$ cat src/hdl/mrd_defs.svh
`ifndef MRD_DEFS_SVH
`define MRD_DEFS_SVH

// --------------------
// sample memory geometry
// --------------------

// banks, one per residue mod 7
`define MRD_NBANK 7
// words per bank
`define MRD_DEPTH 64
// bank word address
`define MRD_WADDR 6
// point address, N up to 448
`define MRD_WPT 9

// --------------------
// datapath
// --------------------

// real or imag part width
`define MRD_WD 18
// butterfly lanes, radix up to 5
`define MRD_NLANE 5

`endif

$ cat src/hdl/mrd_pkg.sv
`include "mrd_defs.svh"

package mrd_pkg;

	// --------------------
	// sample and lane types
	// --------------------

	// one complex sample, 36 bits
	typedef struct packed {
		logic signed [`MRD_WD-1:0] re;
		logic signed [`MRD_WD-1:0] im;
	} cplx_t;

	// bank request of one lane
	// bank 7 means lane unused
	typedef struct packed {
		logic [2:0]            bank;
		logic [`MRD_WADDR-1:0] word;
	} bank_req_t;

	typedef bank_req_t [`MRD_NLANE-1:0] lane_reqs_t;

	// read stream towards the butterflies
	typedef struct packed {
		logic                         valid;
		logic [`MRD_NLANE-1:0]        mask;
		logic [2:0]                   factor;
		cplx_t [`MRD_NLANE-1:0]       lanes;
	} rd_stream_t;

	// --------------------
	// register map
	// --------------------

	localparam logic [3:0] REG_CTRL = 4'h0;
	localparam logic [3:0] REG_GEOM = 4'h4;
	localparam logic [3:0] REG_STAT = 4'h8;

	// control word, bit 0 start, bit 1 clear done
	typedef struct packed {
		logic [29:0] rsvd;
		logic        clr_done;
		logic        start;
	} ctrl_fields_t;

	// geometry word, factor in [2:0], N in [11:3]
	typedef struct packed {
		logic [19:0]         rsvd;
		logic [`MRD_WPT-1:0] npts;
		logic [2:0]          factor;
	} geom_fields_t;

	// same write word, decoded per address
	typedef union packed {
		logic [31:0]  word;
		ctrl_fields_t ctrl_f;
		geom_fields_t geom_f;
	} cfg_word_u;

endpackage

$ cat src/hdl/mrd_rd_ctrl.sv
`timescale 1ns/1ps
`include "mrd_defs.svh"

module mrd_rd_ctrl
(
	input  logic                                 clk,
	input  logic                                 rst_n,
	input  logic                                 start,
	input  logic [2:0]                           factor,
	input  logic [`MRD_WPT-1:0]                  npts,
	output logic                                 issue,
	output logic [`MRD_WPT-1:0]                  group,
	output logic [`MRD_WPT-1:0]                  count,
	input  logic                                 addr_valid,
	input  logic [`MRD_NLANE-1:0]                lane_mask,
	input  mrd_pkg::cplx_t [`MRD_NLANE-1:0]      lanes,
	output mrd_pkg::rd_stream_t                  stream,
	output logic                                 rd_end,
	output logic                                 busy
);

typedef enum logic [1:0] {ST_IDLE, ST_READ, ST_DRAIN} state_t;

state_t state;
logic div_run;
logic [`MRD_WPT-1:0] rem;
// stage 1 is addr_valid itself, these are stages 2 and 3
logic [1:0] v_q;
logic [1:0][`MRD_NLANE-1:0] mask_q;

assign busy  = (state != ST_IDLE);
assign issue = (state == ST_READ) && !div_run;

// --------------------
// fsm and group counter
// --------------------
always_ff @(posedge clk)
begin
	if (!rst_n)
	begin
		state   <= ST_IDLE;
		div_run <= 1'b0;
		group   <= '0;
		count   <= '0;
		v_q     <= '0;
		mask_q  <= '0;
		rd_end  <= 1'b0;
	end
	else
	begin
		v_q    <= {v_q[0], addr_valid};
		mask_q <= {mask_q[0], lane_mask};
		// last valid leaves the stream
		rd_end <= v_q[1] && !v_q[0];
		case (state)
			ST_IDLE:
				if (start)
				begin
					rem     <= npts;
					count   <= '0;
					div_run <= 1'b1;
					state   <= ST_READ;
				end
			ST_READ:
				if (div_run)
				begin
					// count = npts / factor, one subtraction per cycle
					if (factor != 3'd0 && rem >= `MRD_WPT'(factor))
					begin
						rem   <= rem - `MRD_WPT'(factor);
						count <= count + 1'b1;
					end
					else
					begin
						div_run <= 1'b0;
						group   <= '0;
						if (count == '0)
							state <= ST_IDLE;
					end
				end
				else
				begin
					group <= group + 1'b1;
					if (group == count - 1'b1)
						state <= ST_DRAIN;
				end
			ST_DRAIN:
				if (rd_end)
					state <= ST_IDLE;
			default:
				state <= ST_IDLE;
		endcase
	end
end

// output word, data straight from the banks
always_comb
begin
	stream.valid  = v_q[1];
	stream.mask   = mask_q[1];
	stream.factor = factor;
	stream.lanes  = lanes;
end

// issue never runs past the last group, and 3 cycles to the stream
a_issue_path: assert property (@(posedge clk) disable iff (!rst_n)
	issue |-> (group < count) ##1 addr_valid ##2 stream.valid);

endmodule

$ cat config.mk
export PLATFORM = sky130hd
export DESIGN_NAME = mrd_rd_ctrl
export DESIGN_NICKNAME = d
export VERILOG_FILES = /design/src/hdl/mrd_pkg.sv /design/src/hdl/mrd_rd_ctrl.sv
export VERILOG_INCLUDE_DIRS = /design/src /design/src/hdl
export SDC_FILE = /design/constraint.sdc
export NUM_CORES = 1
export LEC_CHECK = 0
export BUFFER_PORTS_ARGS = -buffer_cell sky130_fd_sc_hd__clkbuf_2
export CAP_MARGIN = 15
export CORE_AREA = 2 2 160 162
export CTS_CLUSTER_SIZE = 28
export DETAILED_ROUTE_END_ITERATION = 16
export DIE_AREA = 0 0 162 164
export PLACE_DENSITY = 0.4
export SKIP_LAST_GASP = 1
export SYNTH_ARGS = -nofsm -noshare
export SYNTH_HDL_FRONTEND = slang
export SYNTH_SLANG_ARGS = --single-unit
$ cat constraint.sdc
create_clock -name clk -period 3.1 [get_ports clk]
set_input_delay 0.62 -clock clk [delete_from_list [all_inputs] [get_ports clk]]
set_output_delay 0.62 -clock clk [all_outputs]
set_load 0.01 [all_outputs]
======== Word-level counts from Yosys, hierarchy flattened ========
Index checks and enable logic that the tools add are counted.
storage, ports and cells
  flip-flop bits (word level) ............. 43
  input port bits ......................... 201
  output and inout bits ................... 210
  word-level logic and storage cells ...... 61
operators by class
  add/sub/neg operators ................... 4
  order comparisons ....................... 1
  equal/unequal tests ..................... 11
  multiplexer cells ....................... 21
  reduce and logical (&&, ||, !) cells .... 15
operator list
  operator                                                                  number
  9-bit two-way mux                                                         8
  9-bit one-hot mux with 2 select lines                                     2
  9-bit by 1-bit adder with 9-bit output (second input constant)            2
  2-bit two-way mux                                                         6
  5-bit AND reduction                                                       2
  9-bit equality test                                                       1
  9-bit by 3-bit greater-or-equal comparator with 1-bit output              1
  9-bit zero test                                                           1
  9-bit by 1-bit subtractor with 9-bit output (second input constant)       1
  9-bit by 3-bit subtractor with 9-bit output                               1
  2-bit inequality test (second input constant)                             4
  3-bit by 2-bit inequality test with 1-bit output (second input constant)  2
  2-bit one-hot mux with 3 select lines                                     1
  2-bit AND reduction                                                       2
  4-bit AND reduction                                                       1
  2-bit nonzero test                                                        2
  1-bit logical AND                                                         3
  1-bit two-way mux                                                         3
  3-bit inequality test (second input constant)                             1
  3-bit nonzero test                                                        1
  2-bit by 1-bit equality test with 1-bit output (second input constant)    1
  2-bit equality test (second input constant)                               1
  1-bit zero test                                                           2
  2-bit zero test                                                           1
  2 further kinds                                                           2

======== Depth between registers and ports, before layout ========
Gate-level depths: netlist of the first run.
  depth after elaboration ................. 5
  mapped depth ............................ 9
  mapped depth without buffers ............ 8

======== Least setup slack after synthesis of the first run ========
No wires, ideal clock.
  path type ............................... input port to flip-flop
  start point ............................. input factor[1]
  end point ............................... register rem[0], enable pin
  library setup time ...................... 282 ps
  arrival time ............................ 2248 ps
  slack ................................... 571 ps
  stages on the path ...................... 8
  path through ............................ inv_1 ha_1 nor2b_1 o21ai_0 a31oi_4 a31oi_4 buf_6 and2b_1
on the way
  longest elaborated chain between the ends .. 4
RTL lines
  what                                                                                                line               text
  from (decl)                                                                                         mrd_rd_ctrl.sv:9   input logic [2:0] factor,
  9-bit by 3-bit greater-or-equal comparator with 1-bit output or 3-bit nonzero test (tied branches)  mrd_rd_ctrl.sv:68  if (factor != 3'd0 && rem >= `MRD_WPT'(factor))
  1-bit logical AND *                                                                                 mrd_rd_ctrl.sv:68
  2-bit by 1-bit inequality test with 1-bit output (no line) *                                        -
  5-bit AND reduction (no line) *                                                                     -
  to (signal assigned)                                                                                mrd_rd_ctrl.sv:59  rem <= npts;
  to (signal assigned)                                                                                mrd_rd_ctrl.sv:70  rem <= rem - `MRD_WPT'(factor);
  to (decl)                                                                                           mrd_rd_ctrl.sv:26  logic [`MRD_WPT-1:0] rem;
Every way passes the cells marked *; elsewhere a longest branch is shown, timed or not.
A chain may end at the register's enable or synchronous reset.

======== Worst setup path in the final report of the first run ========
  start point ............................. input factor[1]
  end point ............................... register count[7]
on the way
  longest elaborated chain between the ends .. 4
RTL lines
  what                                                                                                line               text
  9-bit by 3-bit greater-or-equal comparator with 1-bit output or 3-bit nonzero test (tied branches)  mrd_rd_ctrl.sv:68
  1-bit logical AND *                                                                                 mrd_rd_ctrl.sv:68
  2-bit by 1-bit inequality test with 1-bit output (no line) *                                        -
  4-bit AND reduction (no line) *                                                                     -
  to (signal assigned)                                                                                mrd_rd_ctrl.sv:71  count <= count + 1'b1;
  to (decl)                                                                                           mrd_rd_ctrl.sv:13  output logic [`MRD_WPT-1:0] count,
Marks and branches as above.

==> metrics.md, run 1 <==
| Metric | Value |
|---|---|
| Post-DR vias/cell | around 3.5 |
| ANT cells | 0 |
| Synth Warn # | 0 |
| Hold Path Class | register to register |
| Main combinational cell family by area after synthesis | buffers and inverters |
| Syn Nets | about 670 |
| Net Sw Frac | between 20% and 30% |
| Drt wl/cell | between 10 and 15 um |
| Minimum clock period | between 2 and 3 ns |
| Internal | 952 uW |
| Hold_buf cts | 0 |
| Leak | 0.00116 uW |
| Crit path largest cell delay | roughly 0.50 ns |
| Slew Viols, Final | 0 |
| Slowest stage cell, crit path | or4_1 |
| Clock Skews | around 0.0066 ns |
| Crit path DAT | about 2.8 ns |
| Hold Fails Final Rpt | 0 |
| Xor/xnor share of the synthesized area | 3.95% |
| Clk slew on worst S/H paths | 0.06 ns |
| Total CTS buffers | 5 |
| Initial Utilization | between 15 and 20% |
| Cell Area, Synth | about 3800 um^2 |
| Critical path peak fanout | 11 |
| 1st-pass router iterations | 4 |
| Power Total | ~1300 uW |
| Synth Flop Type | dfxtp_1 |
| Pwr/cell area | approximately 410 nW/um^2 |
| Height of the die | roughly 160 um |
| Crit start category | input pin |
| Fmax | roughly 0.4 GHz |
| # IOs | 411 |
| Aggregate negative setup slack | 0 ns |
| Combinational share of power | 11.5% |
| Die area | between 20000 and 30000 um^2 |
| Max_slew headroom | a little under two thirds |
| Synth Area in Adders | under 10% |
| Fin nets | roughly 530 |
| Status | completed |
| Cell Area, Placed | roughly 3000 um^2 |
| Worst-Skew Late Latency | roughly 0.29 ns |
| Core box area | between 20000 and 25000 um^2 |
| Mapped Avg Cell Area | about 8 um^2 |
| Simple-gate area share of the yosys netlist | 16.3% |
| Number of flops mapped to enable cells by yosys | 9 |
| RSZ-0062 raised after global routing | no |
| Async S/R FF share, synth | 0% |
| Synth Area in Compound Gates | under 10% |
| Die W | 162 um |
| Seq/Total Area, Yosys | 25.2% |
| Root buf cell | clkbuf_16 |
| Layout area overhead | -17.1% |
| Crit. End Element | register |
| Reg2Reg Depth | 8 |
| Vias | about 2.3k |
| CTS tree | done |
| Largest net degree at the start of global routing | 28 |
| Mux contribution to synthesized area | ~1.6% |
| CP Data Required Time | ~3.3 ns |
| Htree depth | 2 |
| Total net switching power | ~330 uW |
| Port Buffer Count | 50 |
| Seq pwr share | a little under half |
| Peak supply drop | around 0.17 mV |
| FF+latch count, synth | 43 |
| Number of setup violations in the final report | 0 |
| CTS sink cnt | 43 |
| GRT Total Usage | a little over 7% |
| Routed wire length | 9480 um |
| Most used cell along the critical path | a31oi_4 |
| Row count | 58 |
| Post-DP HPWL | roughly 7500 um |
| Fin crit share | between 80% and 90% |
| Initial antenna violation count | 1 |
| Layout cells sized above 1 | between 20% and 30% |
| Cell count after synthesis | 460 |
| Detailed Route Iter0 Violations | a little under 100 |
| Number of global-route vias before repair | about 2.2k |
| Netlist cell types | approximately 50 |
| Kind of critical path | input pin to register |
| Clock power frac | between 40 and 50% |
| Placer congestion estimate | between 0.7 and 0.8 |
| Worst slew pin tran | 0.544 ns |
| Crit-path cells | clkbuf_2, inv_1, ha_1, nor2b_1, o21ai_0, a31oi_4, a31oi_4, buf_4, or4_1, a21oi_1 |
| ANT nets after route | 0 |
| Finished Cell Area | ~3100 um^2 |
| Cells on Worst Hold Path | 1 |
| Post-route DRC | 0 |
| CTS resizes | 0 |
| Max_cap viols | 0 |
| First-pass GRT wire length | ~14000 um |
| Aggregate global routing overflow | 0 |
| Post-CTS Setup Bufs | 0 |
| Clk buf depth | 2 |
flip-flops by register name, summed over array words and instances (netlist names):
name / cells
stream: 5
mask_q: 5
count: 9
group: 9
state: 2
rem: 9
v_q: 2
rd_end: 1
div_run: 1
placed cells by master, fill, tap and decap left out, types with 3 or more instances in the layout:
master	netlist	layout
a21oi_1	12	12
and2_1	15	15
buf_4	189	5
clkbuf_16	0	5
clkbuf_2	0	50
dfxtp_1	34	34
edfxtp_1	9	9
ha_1	7	7
inv_1	15	15
mux2i_1	6	6
nand2_1	30	30
nand2b_1	3	3
nand3_1	13	13
nand4_1	3	3
nor2_1	18	18
nor2b_1	6	6
nor3_1	6	6
o21ai_0	19	19
o22ai_1	7	7
or3_2	4	4
or4_1	3	3
xnor2_1	13	13
xor2_1	4	4
per-stage QoR:
step	utilization, %	hold WS, ns	std cells	setup slack (ns)
3_3_place_gp	12.0	0.411	642	0.256
5_1_grt	12.6	0.442	650	0.390
6_report	12.6	0.411	650	0.559
3_5_place_dp	12.0	0.414	642	0.230
2_1_floorplan	-	0.383	460	0.571
4_1_cts	12.6	0.423	650	0.532
metal layers:
metal / track usage (%) / vias up / wire length [um]
met3: 3.16 / 98 / 942
met2: 10.1 / 106 / 3900
met4: 8.05 / 2 / 975
met1: 7.36 / 1006 / 3650
li1: - / 1043 / -
met5: 0 / - / 11
area by class of cell:
type,count,area [um^2]
timing repair buffer,55,288
inverter,15,56.3
multi-input combinational,199,1280
tap,330,413
clock inverter,1,5.00
sequential,43,951
clock buffer,7,133
fill,2881,21700
critical path: cells and delay by family:
| kind | cells | cell delay [ns] |
|---|---|---|
| AO/OA/AOI/OAI | 4 | 0.83 |
| AND/OR/NAND/NOR | 2 | 0.62 |
| adder cells (fa/ha/maj) | 1 | 0.28 |
| buffers and inverters | 3 | 0.39 |
synth_stat cells (7+ instances only):
| master | count | area, um^2 |
|---|---|---|
| a21oi_1 | 12 | 60.1 |
| buf_4 | 189 | 1420 |
| nand2_1 | 30 | 113 |
| and2_1 | 15 | 93.8 |
| ha_1 | 7 | 87.6 |
| xnor2_1 | 13 | 114 |
| o21ai_0 | 19 | 95.1 |
| inv_1 | 15 | 56.3 |
| nor2_1 | 18 | 67.6 |
| o22ai_1 | 7 | 43.8 |
| edfxtp_1 | 9 | 270 |
| nand3_1 | 13 | 65.1 |
| clkbuf_1 | 8 | 30.0 |
| dfxtp_1 | 34 | 681 |
worst paths after layout:
check	from	endpoint	slack [ns]
max	factor[1]	count[7]$_SDFFE_PN0P_	0.56
min	v_q[0]$_SDFF_PN0_	rd_end$_SDFF_PN0_	0.41
max reg2reg	rem[1]$_DFFE_PP_	count[7]$_SDFFE_PN0P_	0.64
min reg2reg	v_q[0]$_SDFF_PN0_	rd_end$_SDFF_PN0_	0.41
cells by family after synthesis:
kind of cell    count (synthesis)
xor+xnor                       17
compound gates                 53
mux                             6
fa+ha+maj                       8
simple gates                  115
flops                          43
buf+inv                       218
power by group through the flow:
stage	sequential [uW]	clock (uW)	combinational (uW)
final	611	521	148
after global routing	614	572	170
after CTS	612	558	154
after detailed placement	624	0	153
after global placement	625	0	153
after floorplan	618	0	344
Power figures use the tool's default switching activity.
==> run 2, diff against run 1 <==
--- a/config.mk
+++ b/config.mk
@@ -6,13 +6,14 @@
 export SDC_FILE = /design/constraint.sdc
 export NUM_CORES = 1
 export LEC_CHECK = 0
+export ABC_AREA = 1
 export BUFFER_PORTS_ARGS = -buffer_cell sky130_fd_sc_hd__clkbuf_2
 export CAP_MARGIN = 15
-export CORE_AREA = 2 2 160 162
+export CORE_AREA = 2 2 158 160
 export CTS_CLUSTER_SIZE = 28
 export DETAILED_ROUTE_END_ITERATION = 16
-export DIE_AREA = 0 0 162 164
-export PLACE_DENSITY = 0.4
+export DIE_AREA = 0 0 160 162
+export PLACE_DENSITY = 0.42
 export SKIP_LAST_GASP = 1
 export SYNTH_ARGS = -nofsm -noshare
 export SYNTH_HDL_FRONTEND = slang
==> constraint.sdc (replaced) <==
create_clock -name clk -period 2.5 [get_ports clk]
set_input_delay 0.5 -clock clk [delete_from_list [all_inputs] [get_ports clk]]
set_output_delay 0.5 -clock clk [all_outputs]
set_load 0.01 [all_outputs]
==> metrics.md, run 2 <==
| Metric | Value |
|---|---|
| Die W | about 160 um |
| CTS sink cnt | 43 |
| Root buf cell | clkbuf_16 |
| Peak supply drop | between 0.2 and 0.3 mV |
| Cell Area, Synth | slightly below 4000 um^2 |
| Async S/R FF share, synth | 0% |
| Crit. End Element | register |
| CTS resizes | 0 |
| Height of the die | between 150 and 200 um |
| Post-route DRC | 0 |
| RSZ-0062 raised after global routing | no |
| Non-Filler Instances | between 700 and 800 |
| Most used cell along the critical path | nand2_4 |
| GRT Total Usage | roughly 7.5% |
| Fmax | between 0.4 and 0.5 GHz |
| Slew Viols, Final | 0 |
| Aggregate negative setup slack | 0 ns |
| Syn Nets | slightly below 800 |
| Vias | 2583 |
| Placed Instances | approximately 740 |
| Crit start category | register |
| Htree depth | 2 |
| Crit path DAT | approximately 2.1 ns |
| Hold_ws | 0.390 ns |
| Largest net degree at the start of global routing | 22 |
| Layout cells sized above 1 | 19.6% |
| Cell count after synthesis | between 500 and 600 |
| FF+latch count, synth | 43 |
| Crit-path cells | ha_1, inv_1, o21ai_1, a21oi_2, nand2_2, nand3_2, nand2_4, nand2_4, nor2_1, buf_4 |
| Critical path peak fanout | 12 |
| Hold_buf cts | 0 |
| First-pass GRT wire length | roughly 15000 um |
| Fillcell total | about 2.8k |
| Hold Fails Final Rpt | 0 |
| Worst-Skew Late Latency | between 0.2 and 0.3 ns |
| Post-DR vias/cell | between 3 and 4 |
| Kind of critical path | register to register |
| Slowest stage cell, crit path | edfxtp_1 |
| Max_cap viols | 0 |
| Largest regs | count (9), group (9), rem (9) |
| Synth Warn # | 0 |
| Clock Skews | about 0.0054 ns |
| 1st-pass router iterations | 4 |
| Detailed Route Iter0 Violations | 124 |
| Commonest non-fill, non-tap cell in the layout | nand2_1 |
| Count leader, synth | buf_4 |
| Total CTS buffers | 5 |
| Synth top cells by count | buf_4, nand2_1, inv_1 |
| CP Data Required Time | about 2.5 ns |
| Fin crit share | around 83% |
| Aggregate global routing overflow | 0 |
| Area leader, netlist | buf_4 |
| Layout area overhead | -15.4% |
| Post-CTS Setup Bufs | 0 |
| Leak | 0.00150 uW |
| Max_slew headroom | about 66% |
| Port Buffer Count | 50 |
| Number of flops mapped to enable cells by yosys | 9 |
| Finished Cell Area | ~3400 um^2 |
| Initial antenna violation count | 0 |
| Row count | 57 |
| Worst slew pin tran | 0.504 ns |
| Drt wl/cell | about 13 um |
| Initial Utilization | about 16% |
| Seq/Total Area, Yosys | between 20% and 30% |
| Synth top area cells | buf_4, dfxtp_1, nand2_1, edfxtp_1, inv_1 |
| Netlist cell types | 35 |
| Pre-CTS setup slack | 0.173 ns |
| Clk slew on worst S/H paths | 0.06 ns |
| Routed wire length | ~9900 um |
| Core box area | approximately 24000 um^2 |
| ANT cells | 0 |
| Status | completed |
| Most frequent cells in the layout | nand2_1, inv_1, clkbuf_2, nor2_1, dfxtp_1 |
| CTS tree | done |
| Cell Area, Placed | 3180 um^2 |
| Clk buf depth | 2 |
| Synth Flop Type | dfxtp_1 |
| Top-area cell type share of the netlist area | 36.2% |
| Number of setup violations in the final report | 0 |
| Minimum clock period | 2.07 ns |
| Fin nets | between 600 and 700 |
| Mapped Avg Cell Area | a little over 7 um^2 |
| Worst setup margin | roughly 0.43 ns |
| Pwr/cell area | ~550 nW/um^2 |
| Die area | between 20000 and 30000 um^2 |
| Hold Path Class | input pin to register |
| # IOs | slightly above 400 |
| Post-DP HPWL | just under 8000 um |
| Number of global-route vias before repair | ~2.5k |
| Placer congestion estimate | 0.788 |
| Crit path largest cell delay | roughly 0.4 ns |
| ANT nets after route | 0 |
[run 2: cell count changes after synthesis, moves of 7 or more]
cell     before  now
nor2_1       18   41
o22ai_1       7    0
inv_1        15   54
nand3_1      13   27
and2_1       15    0
xnor2_1      13    3
nand2_1      30  111
[run 2: metal layers]
| layer | wire [um] | global-route usage (%) |
|---|---|---|
| met4 | 752 | 7.21 |
| met2 | 4200 | 11.0 |
| met1 | 3890 | 8.06 |
| met5 | 31 | 0.947 |
| met3 | 997 | 3.06 |
[run 2: logic make-up (layout without fill, tap and decap cells)]
kind of cell,count (synthesis),count (layout),synth area share (%)
AO/OA/AOI/OAI,38,38,5.24
AND/OR/NAND/NOR,202,202,21.8
adder cells (fa/ha/maj),8,8,2.71
XOR/XNOR,13,13,2.87
flip-flops,43,43,24.0
buffers and inverters,258,124,43.3
[run 2: final timing paths]
path	startpoint	to	slack [ns]	cells past startpoint
max reg2reg	rem[1]$_DFFE_PP_	rem[6]$_DFFE_PP_	0.43	10
max	rem[1]$_DFFE_PP_	rem[6]$_DFFE_PP_	0.43	10
min reg2reg	mask_q[1]$_SDFF_PN0_	stream[184]$_SDFF_PN0_	0.41	2
min	lane_mask[4]	mask_q[4]$_SDFF_PN0_	0.39	3
[run 2: critical path: cells and delay by family (launching register included)]
family                   cells  cell delay [ns]
AND/OR/NAND/NOR              5             0.50
flip-flops                   1             0.40
adder cells (fa/ha/maj)      1             0.31
AO/OA/AOI/OAI                2             0.31
buffers and inverters        2             0.24
[run 2: area by class of cell]
type	count	area (um^2)	area share [%]
Timing Repair Buffer	58	310	9.25
Inverter	58	218	6.49
Clock buffer	6	139	4.14
Sequential cell	43	951	28.4
Clock inverter	2	35.0	1.04
Tap cell	324	405	12.1
Multi-Input combinational cell	261	1290	38.6
[run 2: stage by stage]
step | util [%] | power [uW]
after detailed placement | 13.2 | 1090
final | 13.9 | 1830
after global placement | 13.2 | 1090
after CTS | 13.9 | 1890
after global routing | 13.9 | 1960
after floorplan | - | 1290
[run 2: where the power goes]
part	total, uW	switching, uW	leakage, uW	internal [uW]
clock	771	274	0.0000868	497
combinational	295	186	0.00105	109
sequential	768	22.5	0.000362	746
==> run 3, diff against run 2 <==
==> constraint.sdc (replaced) <==
create_clock -name clk -period 2 [get_ports clk]
set_input_delay 0.4 -clock clk [delete_from_list [all_inputs] [get_ports clk]]
set_output_delay 0.4 -clock clk [all_outputs]
set_load 0.01 [all_outputs]
==> metrics.md, run 3 (same netlist as run 2, synthesis figures left out) <==
| Metric | Value |
|---|---|
| Status | completed |
| Kind of critical path | register to register |
| Crit-path cells | ha_4, nand4_1, nor2_1, nor2_1, nand2_2, nand3_2, nand2_4, nand2_4, buf_4, inv_4, nand2_1, a21oi_2 |
| Peak supply drop | about 0.29 mV |
| Max_cap viols | 0 |
| ANT nets after route | 0 |
| Die W | around 160 um |
| Crit path max-delay family | simple AND/OR/NAND/NOR gates |
| Core box area | approximately 24000 um^2 |
| RSZ-0062 raised after global routing | no |
| Worst slew pin tran | 0.351 ns |
| Initial Utilization | approximately 16% |
| GRT Total Usage | ~7.6% |
| Number of setup violations in the final report | 0 |
| Largest net degree at the start of global routing | 19 |
| Worst setup margin | ~0.14 ns |
| Aggregate global routing overflow | 0 |
| Layout area overhead | -12.4% |
| Total CTS buffers | 5 |
| Placer congestion estimate | approximately 0.8 |
| Final core utilization | between 10% and 20% |
| Port Buffer Count | 50 |
| Crit. End Element | register |
| Clk buf depth | 2 |
| Most frequent cells in the layout | nand2_1, inv_1, clkbuf_2, nor2_1, dfxtp_1 |
| CTS tree | done |
| Initial antenna violation count | 0 |
| 1st-pass router iterations | 4 |
| Number of global-route vias before repair | between 2k and 3k |
| Critical path peak fanout | 11 |
| Clk slew on worst S/H paths | around 0.070 ns |
| First-pass GRT wire length | about 15000 um |
| Vias | 2690 |
| Slew Viols, Final | 0 |
| Largest regs | count (9), group (9), rem (9) |
| Drt wl/cell | between 10 and 15 um |
| Leak | 0.00155 uW |
| Detailed Route Iter0 Violations | 86 |
| Post-route DRC | 0 |
| Htree depth | 2 |
| Slowest stage cell, crit path | edfxtp_1 |
| Layout cells sized above 1 | approximately 22% |
| Die area | between 20000 and 30000 um^2 |
| Crit path DAT | 2.08 ns |
| ANT cells | 0 |
| Post-DR vias/cell | 3.53 |
| Commonest non-fill, non-tap cell in the layout | nand2_1 |
| Clock Skews | 0.00617 ns |
| Hold_buf cts | 0 |
| Root buf cell | clkbuf_16 |
| Fin crit share | about 90% |
| CTS sink cnt | 43 |
| Worst-Skew Late Latency | 0.30 ns |
| Crit start category | register |
| Crit path largest cell delay | 0.44 ns |
| Hold Path Class | input pin to register |
| Hold Fails Final Rpt | 0 |
| Minimum clock period | between 1.5 and 2 ns |
| Routed wire length | between 10000 and 15000 um |
| Fin nets | between 600 and 700 |
| CP Data Required Time | about 2.2 ns |
| Height of the die | roughly 160 um |
| Post-DP HPWL | 8230 um |
| Row count | 57 |
| Pwr/cell area | ~670 nW/um^2 |
| # IOs | a little over 400 |
| Fmax | 0.539 GHz |
| Non-Filler Instances | approximately 760 |
| Worst path bufs/invs | 2 |
| Placed Instances | 753 |
| Max_slew headroom | roughly three quarters |
| Pre-CTS setup slack | -0.0588 ns |
==> run 3: worst min-delay path, delay by kind of cell <==
family / cells / cell delay (ns)
AND/OR/NAND/NOR: 1 / 0.04
buffers and inverters: 2 / 0.11
==> run 3: cell type report <==
class / instances / area, um^2
clock buffers: 5 / 125
clock inverters: 3 / 43.8
fillers: 2860 / 20600
inverters: 58 / 220
multi-input cells: 261 / 1340
flip-flops and latches: 43 / 951
well taps: 324 / 405
repair buffers: 67 / 390
==> run 3: metrics by stage <==
stage | cell area, um^2 | total power [uW] | hold slack [ns] | setup TNS, ns
floorplan | 3970 | 1620 | 0.390 | 0
global placement | 3270 | 1390 | 0.393 | 0
detailed placement | 3270 | 1380 | 0.397 | -0.370
CTS | 3440 | 2380 | 0.272 | 0
global route | 3470 | 2470 | 0.288 | 0
finish | 3470 | 2340 | 0.288 | 0
==> run 3: power by group <==
part / switching [uW] / internal, uW
sequential: 27.6 / 932
combinational: 249 / 161
clock: 378 / 590
total: 654 / 1680
==> run 3: final timing paths <==
kind / start / to / slack [ns] / cells after the start
setup reg to reg: rem[1]$_DFFE_PP_ / count[3]$_SDFFE_PN0P_ / 0.14 / 12
setup / recovery: rem[1]$_DFFE_PP_ / count[3]$_SDFFE_PN0P_ / 0.14 / 12
hold reg to reg: mask_q[1]$_SDFF_PN0_ / stream[184]$_SDFF_PN0_ / 0.41 / 2
hold / removal: lane_mask[1] / mask_q[1]$_SDFF_PN0_ / 0.29 / 3
==> run 3: timing repair <==
item | in CTS | in global routing
resized for setup | 0 | 5
setup buffers | 0 | 0
endpoints found under the setup margin | 0 | 5
endpoints found under the hold margin | 0 | 0
==> run 3: routing by layer <==
| metal | GRT usage (%) | wire (um) |
|---|---|---|
| met3 | 4.16 | 1230 |
| met1 | 7.59 | 3830 |
| met4 | 7.00 | 785 |
| met5 | 0.947 | 0 |
| met2 | 11.3 | 4340 |
